### config.mk
export PLATFORM = sky130hd
export DESIGN_NAME = lcdTop
export DESIGN_NICKNAME = d
export VERILOG_FILES = /design/src/hdl/lcdPkg.sv /design/src/hdl/lcdCmdIf.sv /design/src/hdl/lcdScreenBuffer.sv /design/src/hdl/lcdSequencer.sv /design/src/hdl/lcdBusWriter.sv /design/src/hdl/lcdTop.sv
export SDC_FILE = /design/constraint.sdc
export NUM_CORES = 1
export LEC_CHECK = 0
export ABC_CLOCK_PERIOD_IN_PS = 2760
export BUFFER_PORTS_ARGS = -buffer_cell sky130_fd_sc_hd__clkbuf_2
export CAP_MARGIN = 20
export CORE_UTILIZATION = 60
export CTS_BUF_LIST = sky130_fd_sc_hd__clkbuf_2 sky130_fd_sc_hd__clkbuf_4 sky130_fd_sc_hd__clkbuf_8
export DETAILED_ROUTE_END_ITERATION = 10
export PLACE_DENSITY = 0.8
export SLEW_MARGIN = 5
export SYNTH_ARGS = -nofsm -noshare
export SYNTH_HDL_FRONTEND = slang
export SYNTH_SLANG_ARGS = --single-unit
### constraint.sdc
create_clock -name iCLK -period 2.76 [get_ports iCLK]
set_input_delay 0.69 -clock iCLK [delete_from_list [all_inputs] [get_ports iCLK]]
set_output_delay 0.69 -clock iCLK [all_outputs]
set_load 0.01 [all_outputs]
### src/hdl/lcdPkg.sv
package lcdPkg;

    typedef logic [7:0] lcdByteT;              // Byte on the LCD data bus
    typedef logic [4:0] lcdAddrT;              // 0..15 line 1, 16..31 line 2

    // Sequencer states
    typedef enum logic [2:0]
    {
        POWER_WAIT,
        INIT,
        IDLE,
        LINE1_ADDR,
        LINE1_CHARS,
        LINE2_ADDR,
        LINE2_CHARS
    } seqStateT;

    // Bus writer states, prefixed to keep them apart from the sequencer's IDLE
    typedef enum logic [1:0]
    {
        WR_IDLE,
        WR_SETUP,
        WR_PULSE,
        WR_SETTLE
    } writerStateT;

    localparam lcdByteT CMD_FUNCTION_SET = 8'h38;  // 8-bit bus, two lines, 5x8 font
    localparam lcdByteT CMD_DISPLAY_ON   = 8'h0C;  // Display on, no cursor
    localparam lcdByteT CMD_CLEAR        = 8'h01;  // Slow command
    localparam lcdByteT CMD_ENTRY_MODE   = 8'h06;  // Increment, no shift
    localparam lcdByteT CMD_LINE1_ADDR   = 8'h80;  // DDRAM address 00h
    localparam lcdByteT CMD_LINE2_ADDR   = 8'hC0;  // DDRAM address 40h

    localparam int INIT_LEN = 4;
    localparam int LINE_LEN = 16;

    localparam lcdByteT BLANK_CHAR = 8'h20;        // ASCII space

endpackage

### src/hdl/lcdCmdIf.sv
`timescale 1ns/1ns

interface lcdCmdIf;

    logic            valid;         // Command offered by the sequencer
    logic            rs;            // High marks a character
    lcdPkg::lcdByteT data;
    logic            ready;         // Writer can take a command

    modport src
    (
        output valid,
        output rs,
        output data,
        input  ready
    );

    modport snk
    (
        input  valid,
        input  rs,
        input  data,
        output ready
    );

endinterface

### src/hdl/lcdScreenBuffer.sv
`timescale 1ns/1ns

module lcdScreenBuffer
(
    input  logic            iCLK,
    input  logic            iRST_N,
    input  logic            wrEn,
    input  lcdPkg::lcdAddrT wrAddr,
    input  lcdPkg::lcdByteT wrChar,
    input  lcdPkg::lcdAddrT rdAddr,
    output lcdPkg::lcdByteT rdChar
);

    localparam int DEPTH = 2 * lcdPkg::LINE_LEN;

    lcdPkg::lcdByteT screen [DEPTH];            // One entry per character cell

    ////////////////////////////////////////////////////////////
    // Host write port

    always_ff @(posedge iCLK or negedge iRST_N)
    begin
        if (!iRST_N)
        begin
            for (int i = 0; i < DEPTH; i++)
            begin
                screen[i] <= lcdPkg::BLANK_CHAR;  // Blank screen after reset
            end
        end
        else if (wrEn)
        begin
            screen[wrAddr] <= wrChar;
        end
    end

    ////////////////////////////////////////////////////////////
    // Sequencer read port

    // Answers in the same cycle so the sequencer
    // can capture the character as it offers it
    assign rdChar = screen[rdAddr];

    wrAddrKnown: assert property (
        @(posedge iCLK) disable iff (!iRST_N)
        wrEn |-> !$isunknown(wrAddr)
    )
    else
    begin
        $error("lcdScreenBuffer: write with unknown address");
    end

endmodule

### src/hdl/lcdSequencer.sv
`timescale 1ns/1ns

module lcdSequencer
#(
    parameter int POWER_WAIT_CYCLES = 1_000_000
)
(
    input  logic            iCLK,
    input  logic            iRST_N,
    input  logic            refresh,
    input  lcdPkg::lcdByteT rdChar,
    output lcdPkg::lcdAddrT rdAddr,
    output logic            busy,
    lcdCmdIf.src            cmd
);

    localparam int INIT_W = $clog2(lcdPkg::INIT_LEN);
    localparam int CHAR_W = $clog2(lcdPkg::LINE_LEN);
    localparam int WAIT_W = (POWER_WAIT_CYCLES > 1) ? $clog2(POWER_WAIT_CYCLES) : 1;

    lcdPkg::seqStateT state;
    logic [WAIT_W-1:0] waitCnt;                 // Power-on delay
    logic [INIT_W-1:0] initIdx;
    logic [CHAR_W-1:0] charIdx;                 // Column within the current line
    logic              pending;                 // One remembered repaint request

    logic              cmdValid;
    logic              cmdRs;
    lcdPkg::lcdByteT   cmdData;
    logic              fire;
    logic              offer;                   // State has an item to send
    logic              nextRs;
    lcdPkg::lcdByteT   nextData;
    lcdPkg::lcdByteT   initCmd;

    assign fire      = cmdValid && cmd.ready;
    assign cmd.valid = cmdValid;
    assign cmd.rs    = cmdRs;
    assign cmd.data  = cmdData;
    assign busy      = (state != lcdPkg::IDLE);
    assign rdAddr    = lcdPkg::lcdAddrT'({(state == lcdPkg::LINE2_CHARS), charIdx});

    ////////////////////////////////////////////////////////////
    // Item selection

    always_comb
    begin
        case (initIdx)
            0:       initCmd = lcdPkg::CMD_FUNCTION_SET;
            1:       initCmd = lcdPkg::CMD_DISPLAY_ON;
            2:       initCmd = lcdPkg::CMD_CLEAR;
            default: initCmd = lcdPkg::CMD_ENTRY_MODE;
        endcase
    end

    always_comb
    begin
        offer    = 1'b1;
        nextRs   = 1'b0;
        nextData = lcdPkg::CMD_LINE1_ADDR;
        case (state)
            lcdPkg::INIT:        nextData = initCmd;
            lcdPkg::LINE2_ADDR:  nextData = lcdPkg::CMD_LINE2_ADDR;
            lcdPkg::LINE1_CHARS,
            lcdPkg::LINE2_CHARS:
            begin
                nextRs   = 1'b1;
                nextData = rdChar;              // Buffer read at presentation
            end
            lcdPkg::LINE1_ADDR:  nextData = lcdPkg::CMD_LINE1_ADDR;
            default:             offer    = 1'b0;
        endcase
    end

    ////////////////////////////////////////////////////////////
    // Offer register and state machine

    always_ff @(posedge iCLK or negedge iRST_N)
    begin
        if (!iRST_N)
        begin
            state    <= lcdPkg::POWER_WAIT;
            waitCnt  <= '0;
            initIdx  <= '0;
            charIdx  <= '0;
            pending  <= 1'b0;
            cmdValid <= 1'b0;
            cmdRs    <= 1'b0;
            cmdData  <= '0;
        end
        else
        begin
            if (!cmdValid && offer)
            begin
                cmdValid <= 1'b1;               // Held until the writer takes it
                cmdRs    <= nextRs;
                cmdData  <= nextData;
            end
            else if (fire)
            begin
                cmdValid <= 1'b0;
            end

            if (state == lcdPkg::IDLE && pending)
                pending <= 1'b0;
            else if (refresh)
                pending <= 1'b1;                // Further pulses collapse here

            case (state)
                lcdPkg::POWER_WAIT:
                begin
                    waitCnt <= waitCnt + 1'b1;
                    if (waitCnt == WAIT_W'(POWER_WAIT_CYCLES - 1))
                        state <= lcdPkg::INIT;
                end
                lcdPkg::INIT:
                begin
                    if (fire)
                    begin
                        initIdx <= initIdx + 1'b1;
                        if (initIdx == INIT_W'(lcdPkg::INIT_LEN - 1))
                            state <= lcdPkg::LINE1_ADDR;  // Automatic first repaint
                    end
                end
                lcdPkg::IDLE:
                begin
                    if (pending)
                        state <= lcdPkg::LINE1_ADDR;
                end
                lcdPkg::LINE1_ADDR:
                begin
                    if (fire)
                        state <= lcdPkg::LINE1_CHARS;
                end
                lcdPkg::LINE1_CHARS:
                begin
                    if (fire)
                    begin
                        charIdx <= charIdx + 1'b1;       // Wraps to 0 after the line
                        if (charIdx == CHAR_W'(lcdPkg::LINE_LEN - 1))
                            state <= lcdPkg::LINE2_ADDR;
                    end
                end
                lcdPkg::LINE2_ADDR:
                begin
                    if (fire)
                        state <= lcdPkg::LINE2_CHARS;
                end
                default:
                begin
                    if (fire)
                    begin
                        charIdx <= charIdx + 1'b1;
                        if (charIdx == CHAR_W'(lcdPkg::LINE_LEN - 1))
                            state <= lcdPkg::IDLE;
                    end
                end
            endcase
        end
    end

    cmdHeld: assert property (
        @(posedge iCLK) disable iff (!iRST_N)
        cmd.valid && !cmd.ready |=> cmd.valid && $stable(cmd.data) && $stable(cmd.rs)
    )
    else
    begin
        $error("lcdSequencer: command changed while stalled");
    end

endmodule

### src/hdl/lcdBusWriter.sv
`timescale 1ns/1ns

module lcdBusWriter
#(
    parameter int EN_WIDTH_CYCLES     = 25,
    parameter int SETTLE_CYCLES       = 2_500,
    parameter int CLEAR_SETTLE_CYCLES = 100_000
)
(
    input  logic            iCLK,
    input  logic            iRST_N,
    lcdCmdIf.snk            cmd,
    output lcdPkg::lcdByteT lcdData,
    output logic            lcdRs,
    output logic            lcdEn
);

    localparam int LONGEST = (CLEAR_SETTLE_CYCLES > SETTLE_CYCLES) ?
                             CLEAR_SETTLE_CYCLES : SETTLE_CYCLES;
    localparam int CNT_TOP = (LONGEST > EN_WIDTH_CYCLES) ? LONGEST : EN_WIDTH_CYCLES;
    localparam int CNT_W   = $clog2(CNT_TOP + 1);

    lcdPkg::writerStateT state;
    logic [CNT_W-1:0]    cnt;                  // Shared by pulse and settle
    logic                readyQ;
    logic                isClear;
    logic [CNT_W-1:0]    settleLast;

    assign cmd.ready  = readyQ;
    assign isClear    = !lcdRs && (lcdData == lcdPkg::CMD_CLEAR);
    assign settleLast = isClear ? CNT_W'(CLEAR_SETTLE_CYCLES - 1) : CNT_W'(SETTLE_CYCLES - 1);

    ////////////////////////////////////////////////////////////
    // Setup, enable pulse and settle

    always_ff @(posedge iCLK or negedge iRST_N)
    begin
        if (!iRST_N)
        begin
            state   <= lcdPkg::WR_IDLE;
            cnt     <= '0;
            readyQ  <= 1'b0;                   // Rises one cycle after reset
            lcdEn   <= 1'b0;
            lcdRs   <= 1'b0;
            lcdData <= '0;
        end
        else
        begin
            case (state)
                lcdPkg::WR_IDLE:
                begin
                    if (cmd.valid && readyQ)
                    begin
                        lcdData <= cmd.data;   // Pins set up before enable
                        lcdRs   <= cmd.rs;
                        readyQ  <= 1'b0;
                        state   <= lcdPkg::WR_SETUP;
                    end
                    else
                    begin
                        readyQ <= 1'b1;
                    end
                end
                lcdPkg::WR_SETUP:
                begin
                    lcdEn <= 1'b1;
                    cnt   <= '0;
                    state <= lcdPkg::WR_PULSE;
                end
                lcdPkg::WR_PULSE:
                begin
                    if (cnt == CNT_W'(EN_WIDTH_CYCLES - 1))
                    begin
                        lcdEn <= 1'b0;         // LCD latches on this fall
                        cnt   <= '0;
                        state <= lcdPkg::WR_SETTLE;
                    end
                    else
                    begin
                        cnt <= cnt + 1'b1;
                    end
                end
                default:
                begin
                    if (cnt == settleLast)
                    begin
                        readyQ <= 1'b1;
                        state  <= lcdPkg::WR_IDLE;
                    end
                    else
                    begin
                        cnt <= cnt + 1'b1;
                    end
                end
            endcase
        end
    end

    pinsHeld: assert property (
        @(posedge iCLK) disable iff (!iRST_N)
        lcdEn |-> $stable(lcdData) && $stable(lcdRs)
    )
    else
    begin
        $error("lcdBusWriter: data or rs moved during enable");
    end

endmodule

### src/hdl/lcdTop.sv
`timescale 1ns/1ns

module lcdTop
#(
    parameter int POWER_WAIT_CYCLES   = 1_000_000,  // 20 ms at 50 MHz
    parameter int EN_WIDTH_CYCLES     = 25,         // 500 ns
    parameter int SETTLE_CYCLES       = 2_500,      // 50 us
    parameter int CLEAR_SETTLE_CYCLES = 100_000     // 2 ms for clear display
)
(
    input  logic            iCLK,
    input  logic            iRST_N,
    input  logic            wrEn,
    input  lcdPkg::lcdAddrT wrAddr,
    input  lcdPkg::lcdByteT wrChar,
    input  logic            refresh,
    output logic            busy,
    output lcdPkg::lcdByteT lcdData,
    output logic            lcdRs,
    output logic            lcdEn
);

    lcdPkg::lcdAddrT rdAddr;
    lcdPkg::lcdByteT rdChar;

    lcdCmdIf cmdBus ();                         // Sequencer to writer

    lcdScreenBuffer screenBufferInst
    (
        .iCLK   (iCLK),
        .iRST_N (iRST_N),
        .wrEn   (wrEn),
        .wrAddr (wrAddr),
        .wrChar (wrChar),
        .rdAddr (rdAddr),
        .rdChar (rdChar)
    );

    lcdSequencer #(
        .POWER_WAIT_CYCLES (POWER_WAIT_CYCLES)
    ) sequencerInst (
        .iCLK    (iCLK),
        .iRST_N  (iRST_N),
        .refresh (refresh),
        .rdChar  (rdChar),
        .rdAddr  (rdAddr),
        .busy    (busy),
        .cmd     (cmdBus.src)
    );

    lcdBusWriter #(
        .EN_WIDTH_CYCLES     (EN_WIDTH_CYCLES),
        .SETTLE_CYCLES       (SETTLE_CYCLES),
        .CLEAR_SETTLE_CYCLES (CLEAR_SETTLE_CYCLES)
    ) busWriterInst (
        .iCLK    (iCLK),
        .iRST_N  (iRST_N),
        .cmd     (cmdBus.snk),
        .lcdData (lcdData),
        .lcdRs   (lcdRs),
        .lcdEn   (lcdEn)
    );

endmodule

Yosys cells after proc, flatten, opt, wreduce, memory -nomap -nowiden
Cells that the tools add are included.
- logic and storage cells: 153
- bits in registers: 326
- input port bits: 17
- output and inout port bits: 11
- multiplexer cells: 38
- add/subtract/negate cells: 4
- magnitude comparators: 3
- reductions and logical operators: 29
- equality and inequality tests: 28
- bitwise operators: 5
- operators with widths (operator ; number):
    bitwise mux 256 bit ; 1
    two-way mux 17 bit ; 3
    one-hot mux 17 bit (3 select lines) ; 1
    binary-select mux 8 bit (select 5 bit) ; 1
    demux 8 bit (select 5 bit) ; 1
    two-way mux 3 bit ; 10
    two-way mux 8 bit ; 3
    one-hot mux 8 bit (3 select lines) ; 1
    adder 20 x 1 -> 20 bit (second input constant) ; 1
    == test 20 bit (second input constant) ; 1
    inequality test 2 x 1 -> 1 bit (second input constant) ; 9
    one-hot mux 3 bit (6 select lines) ; 1
    one-hot mux 6 bit (3 select lines) ; 1
    adder 17 x 1 -> 17 bit (second input constant) ; 1
    == test 17 bit ; 1
    == test 17 x 5 -> 1 bit (second input constant) ; 1
    greater-or-equal comparator 6 bit (second input constant) ; 2
    NOT 5 -> 6 bit ; 2
    AND reduction 2 bit ; 6
    AND reduction 10 bit ; 1
    OR reduction 5 bit ; 2
    == test 3 bit (second input constant) ; 3
    two-way mux 1 bit ; 9
    == test 8 x 1 -> 1 bit (second input constant) ; 1
    other kinds (25) ; 44

Logic depth before layout (Yosys ltp)
- depth after elaboration: 6
- depth in mapped cells: 10
- depth with buffers taken out: 8

Modules after synthesis
Synthesis repeated with hierarchy kept, for this count alone.
- cells, all modules: 1049
- area, all modules: 15292.2 um^2
- modules (own cells, without submodules) (module ; instances ; cells each ; seq. area each (um^2) ; area an instance (um^2)):
    lcdScreenBuffer ; 1 ; 699 ; 6446.2 ; 11688.7
    lcdSequencer ; 1 ; 188 ; 1001.0 ; 2006.9
    lcdBusWriter ; 1 ; 162 ; 750.7 ; 1596.5

Least setup slack after synthesis
Ideal clock, no wire load.
- path type: register to register
- start: register sequencerInst.charIdx[0]
- end: register sequencerInst.cmdData[0] (netlist: sequencerInst.cmd.data[0])
- clock period less this slack: 2237 ps
- stages on the path, launching flop included: 9
- slack: 523 ps
- path buffers: 3
- library setup time: 123 ps
- data required time: 2637 ps
- arrival: 2114 ps
- cell sequence: dfrtp_1 buf_4 buf_2 buf_2 mux4_2 mux2i_1 nor2_1 a211oi_1 nand2_1
- longest elaborated chain between the ends: 5
- ends and longest elaborated chain (what ; line ; source):
    start, declared ; lcdSequencer.sv:24 ; logic [CHAR_W-1:0] charIdx;
    start signal, assigned ; lcdSequencer.sv:139 ; charIdx <= charIdx + 1'b1;
    start signal, assigned ; lcdSequencer.sv:153 ; charIdx <= charIdx + 1'b1;
    NOT 5 -> 6 bit (implied by the code) ; lcdScreenBuffer.sv:41 ; assign rdChar = screen[rdAddr];
    binary-select mux 8 bit (select 5 bit) ; lcdScreenBuffer.sv:41 ;
    two-way mux 8 bit (implied by the code) (2 in a row) ; lcdScreenBuffer.sv:41 ;
    one-hot mux 8 bit (3 select lines) ; lcdSequencer.sv:61 ; case (state)
    end signal, assigned ; lcdSequencer.sv:97 ; cmdData <= nextData;
    end, declared ; lcdSequencer.sv:29 ; lcdPkg::lcdByteT cmdData;
No other way between the ends. The select of a mux whose other input is x is not followed.
A chain may end at the register's enable or synchronous reset.

Worst setup path in the final report
- start: register sequencerInst.state[0]
- end: output port busy
- longest elaborated chain between the ends: 1
- ends and longest elaborated chain (what ; line ; source):
    start, declared ; lcdSequencer.sv:21 ; lcdPkg::seqStateT state;
    start signal, assigned ; lcdSequencer.sv:82 ; state <= lcdPkg::POWER_WAIT;
    start signal, assigned ; lcdSequencer.sv:114 ; state <= lcdPkg::INIT;
    start signal, assigned ; lcdSequencer.sv:122 ; state <= lcdPkg::LINE1_ADDR;
    inequality test 3 x 2 -> 1 bit ; lcdSequencer.sv:40 ; assign busy = (state != lcdPkg::IDLE);
    end, declared ; lcdTop.sv:17 ; output logic busy,
No other way between the ends.

==> flow_metrics.env <==
export IMPL_outcome="completed"
export IMPL_worst_setup_path_type="register to output port"
export IMPL_synthTopCellsByArea="sky130_fd_sc_hd__dfrtp_1 (48%), sky130_fd_sc_hd__mux2_2 (20%), sky130_fd_sc_hd__mux4_2 (10%), sky130_fd_sc_hd__dfstp_2 (5.5%), sky130_fd_sc_hd__nor2_1 (1.6%)"
export IMPL_pwr_share_clk=0.372
export IMPL_cp_slowest_stage_delay_ps=590
export IMPL_postSynth_topFlopCell="sky130_fd_sc_hd__dfrtp_1"
export IMPL_grt_use_total=0.2768
export IMPL_mappedNetlistArea_sq_um=15200
export IMPL_antenna_found_initial=0
export IMPL_seqPwrFrac=0.511
export IMPL_area_delta_synth_final_pct=12.06
export IMPL_crit_fanout=19
export IMPL_slew_headroom=0.4558
export IMPL_post_synth_most_frequent_cells="sky130_fd_sc_hd__dfrtp_1 (294), sky130_fd_sc_hd__mux2_2 (271), sky130_fd_sc_hd__mux4_2 (69)"
export IMPL_worst_r2r_startpoint="sequencerInst.charIdx[0]"
export IMPL_irDropWorstVdd_mv=0.4490
export IMPL_timing_final_crit_share=0.9459
export IMPL_routed_via_density=6.142
export IMPL_antenna_cells=0
export IMPL_cts_sink_count=326
export IMPL_postCtsHoldBufs=0
export IMPL_die_h_um=161.2
export IMPL_holdCritPathClass="input port to asynchronous set/reset pin"
export IMPL_regArea_sq_um=8203
export IMPL_number_of_nets_still_failing_antenna_checks_after_routing=0
export IMPL_drt_first_iter_violations=701
export IMPL_synth_compound_area_frac=0.02420
export IMPL_dr_pass1_iters=5
export IMPL_synth_simple_gate_area_share=0.06880
export IMPL_grt_busiest_layer="met2"
export IMPL_grt_ovfl_total=0
export IMPL_finalMaxSlewViolations=0
export IMPL_synth_edff_count=0
export IMPL_kind_of_launch_point_of_the_worst_setup_path="register"
export IMPL_post_synth_top_area_fraction=0.4839
export IMPL_dp_final_hpwl_mm=22.32
export IMPL_wirelength_mm=33.74
export IMPL_design_core_area_sq_um=24600
export IMPL_final_hold_violations=0
export IMPL_reg_to_reg_slack_setup_ps=200
export IMPL_switching_share=0.2372
export IMPL_grt_first_pass_wirelength_mm=55.57
export IMPL_die_area_sq_um=25980
export IMPL_power_frac_comb=0.117
export IMPL_post_cts_resized_instances=0
export IMPL_multi_input_area_sq_um=6711
export IMPL_h_tree_depth=2
export IMPL_final_min_clock_period_ps=2611
export IMPL_critPathRequiredTime_ps=2070
export IMPL_achievable_frequency_mhz=383.0
export IMPL_worstPathCellList="nand2b_1, or2_2, clkbuf_2"
export IMPL_rows=57
export IMPL_route_detailed_wl_per_inst_um=22.33
export IMPL_ys_warn_count=0
export IMPL_postSynthNetCount=1107
export IMPL_n_fill_cell=1662
export IMPL_syn_inst=1078
export IMPL_worst_setup_path_end_kind="output port"
export IMPL_critical_path_s_slowest_cell="sky130_fd_sc_hd__dfrtp_1"
export IMPL_powerDensity_nw_per_um2=684.4
export IMPL_p_sw_mw=2.765
export IMPL_drcViolationCount=0
export IMPL_clock_skew_final_ps=23.18
export IMPL_final_design_area_no_fill_sq_um=17040
export IMPL_tritoncts_num_buffers=52
export IMPL_synth_cell_types=54
export IMPL_global_route_usage_met1=0.3840
export IMPL_setup_tns_final_ps=0
export IMPL_synthXorXnorAreaFrac=0.02247
export IMPL_synthAdderAreaFrac=0.009876
export IMPL_power_leakage_nw=7.548
export IMPL_grt_start_max_net_pins=82
export IMPL_total_vias_in_the_final_route=9281
export IMPL_synth_avg_cell_area_sq_um=14.10
export IMPL_synth_seq_cells=326
export IMPL_final_layout_size_suffix_gt1_frac=0.4676
export IMPL_worstPathArrival_ps=1920
export IMPL_met3_usage=0.05521
export IMPL_rsz_0062_raised_after_global_routing="false"
export IMPL_main_combinational_cell_family_by_area_after_synthesis="multiplexers"
export IMPL_post_synth_top_area_cell="sky130_fd_sc_hd__dfrtp_1"
export IMPL_ioPinCount=28
export IMPL_worstReg2RegEnd="sequencerInst.cmd.data[2]"
export IMPL_numPortBuffers=27
export IMPL_synth_seq_area_share=0.5392
export IMPL_clk_insertion_delay_late_ps=590
export IMPL_max_slew_worst_pin_slew_ps=810.8
export IMPL_path_clk_slew_ps=60
export IMPL_cts_tree="yes"
export IMPL_fin_nets=1172
export IMPL_number_of_global_route_vias_before_repair=9973
export IMPL_utilization=0.6924
export IMPL_report_final_setup_viol=0
export IMPL_cts_root_buffer_cell="sky130_fd_sc_hd__clkbuf_8"
export IMPL_gp_routability_congestion=0.8918
export IMPL_yosysMostFrequentCell="sky130_fd_sc_hd__dfrtp_1"
export IMPL_initial_standard_cell_utilization_of_the_core=0.6179
export IMPL_use_met2=0.4434
export IMPL_cts_root_to_sink_buffers=3
export IMPL_synthMuxAreaShare=0.3161
export IMPL_async_flop_share=1.000
export IMPL_placed_cell_area_sq_um=15920
export IMPL_post_cts_repair_setup_buffers=0
export IMPL_worst_r2r_path_depth=7
export IMPL_maxCapViolCount=0
export IMPL_die_x_um=161.2
export IMPL_intPower_mw=8.894
## worst max-delay path, delay by kind of cell, from the launching register on
family                 cells  cell delay, ps
flip-flops                 1             590
AND/OR/NAND/NOR            2             620
buffers and inverters      1             140
## cells in the final DEF, fill, tap and decap left out, types with 3 or more instances in the layout
cell type | netlist | final
sky130_fd_sc_hd__a2111oi_0 | 3 | 3
sky130_fd_sc_hd__a211oi_1 | 3 | 3
sky130_fd_sc_hd__a21oi_1 | 14 | 14
sky130_fd_sc_hd__a31oi_1 | 4 | 4
sky130_fd_sc_hd__and2_1 | 3 | 3
sky130_fd_sc_hd__and3_1 | 9 | 9
sky130_fd_sc_hd__and4_1 | 3 | 3
sky130_fd_sc_hd__buf_12 | 0 | 6
sky130_fd_sc_hd__buf_4 | 3 | 39
sky130_fd_sc_hd__clkbuf_2 | 0 | 26
sky130_fd_sc_hd__clkbuf_4 | 0 | 31
sky130_fd_sc_hd__clkbuf_8 | 0 | 59
sky130_fd_sc_hd__clkinv_2 | 0 | 6
sky130_fd_sc_hd__dfrtp_1 | 294 | 292
sky130_fd_sc_hd__dfstp_2 | 32 | 32
sky130_fd_sc_hd__ha_1 | 12 | 12
sky130_fd_sc_hd__inv_1 | 12 | 12
sky130_fd_sc_hd__mux2_2 | 271 | 271
sky130_fd_sc_hd__mux2i_1 | 17 | 17
sky130_fd_sc_hd__mux4_2 | 69 | 69
sky130_fd_sc_hd__nand2_1 | 56 | 56
sky130_fd_sc_hd__nand2b_1 | 6 | 6
sky130_fd_sc_hd__nand3_1 | 17 | 17
sky130_fd_sc_hd__nand3b_1 | 6 | 6
sky130_fd_sc_hd__nand4_1 | 7 | 7
sky130_fd_sc_hd__nor2_1 | 65 | 65
sky130_fd_sc_hd__nor2b_1 | 6 | 6
sky130_fd_sc_hd__nor3_1 | 12 | 12
sky130_fd_sc_hd__nor3b_1 | 6 | 6
sky130_fd_sc_hd__nor4_1 | 4 | 4
sky130_fd_sc_hd__o211ai_1 | 4 | 4
sky130_fd_sc_hd__o21ai_0 | 11 | 11
sky130_fd_sc_hd__or2_2 | 4 | 4
sky130_fd_sc_hd__xnor2_1 | 21 | 21
sky130_fd_sc_hd__xor2_1 | 18 | 18
## through the flow
stage               hold slack [ps]  power (mW)  instances  setup WS (ps)
floorplan                     394.4       6.902       1078          522.8
global placement              456.6       7.296       1413          202.1
detailed placement            460.2       7.393       1413          159.7
CTS                           130.1       11.74       1511          129.0
global route                  161.4       12.15       1511          53.92
finish                        118.1       11.66       1511          149.3
## layout make-up
type / instances / area share
clock inverter: 8 / 0.004039
sequential: 326 / 0.4815
clock buffer: 90 / 0.06132
timing repair buffer: 72 / 0.03276
inverter: 12 / 0.002644
multi-input combinational: 679 / 0.3939
tap: 324 / 0.02380
## registers in the layout, summed over array words and instances, names as in the netlist
register	flops
screenBufferInst.screen	256
sequencerInst.waitCnt	20
busWriterInst.cnt	17
busWriterInst.lcdData	8
sequencerInst.cmd.data	8
sequencerInst.charIdx	4
sequencerInst.state	3
busWriterInst.state	2
sequencerInst.initIdx	2
busWriterInst.cmd.ready	1
busWriterInst.lcdEn	1
busWriterInst.lcdRs	1
sequencerInst.cmd.rs	1
sequencerInst.cmd.valid	1
sequencerInst.pending	1
## worst max-delay path by stage
stage / end / startpoint / depth (start not counted)
floorplan: sequencerInst.cmd.data[0] / sequencerInst.charIdx[0] / 8
global placement: sequencerInst.cmd.data[2] / sequencerInst.charIdx[0] / 7
detailed placement: sequencerInst.cmd.data[2] / sequencerInst.charIdx[0] / 7
CTS: busy / sequencerInst.state[0] / 3
global route: busy / sequencerInst.state[0] / 3
finish: busy / sequencerInst.state[0] / 3
## layer usage
layer,share of wire,wire [um]
met5,0,0
met4,0.025,841
met3,0.056,1877
met2,0.48,16190
met1,0.44,14830
## cell families after synthesis
| group | after synthesis |
|---|---|
| flops | 326 |
| mux | 359 |
| fa+ha+maj | 12 |
| compound gates | 56 |
| buf+inv | 73 |
| xor+xnor | 39 |
| simple gates | 213 |
## power groups by stage
stage	clock, mW	combinational [mW]	sequential [mW]
after floorplan	0	1.03	5.87
after global placement	0	1.30	5.99
after detailed placement	0	1.37	6.03
after CTS	4.42	1.37	5.95
after global routing	4.63	1.47	6.04
final	4.34	1.36	5.96
(Power assumes the default switching activity.)
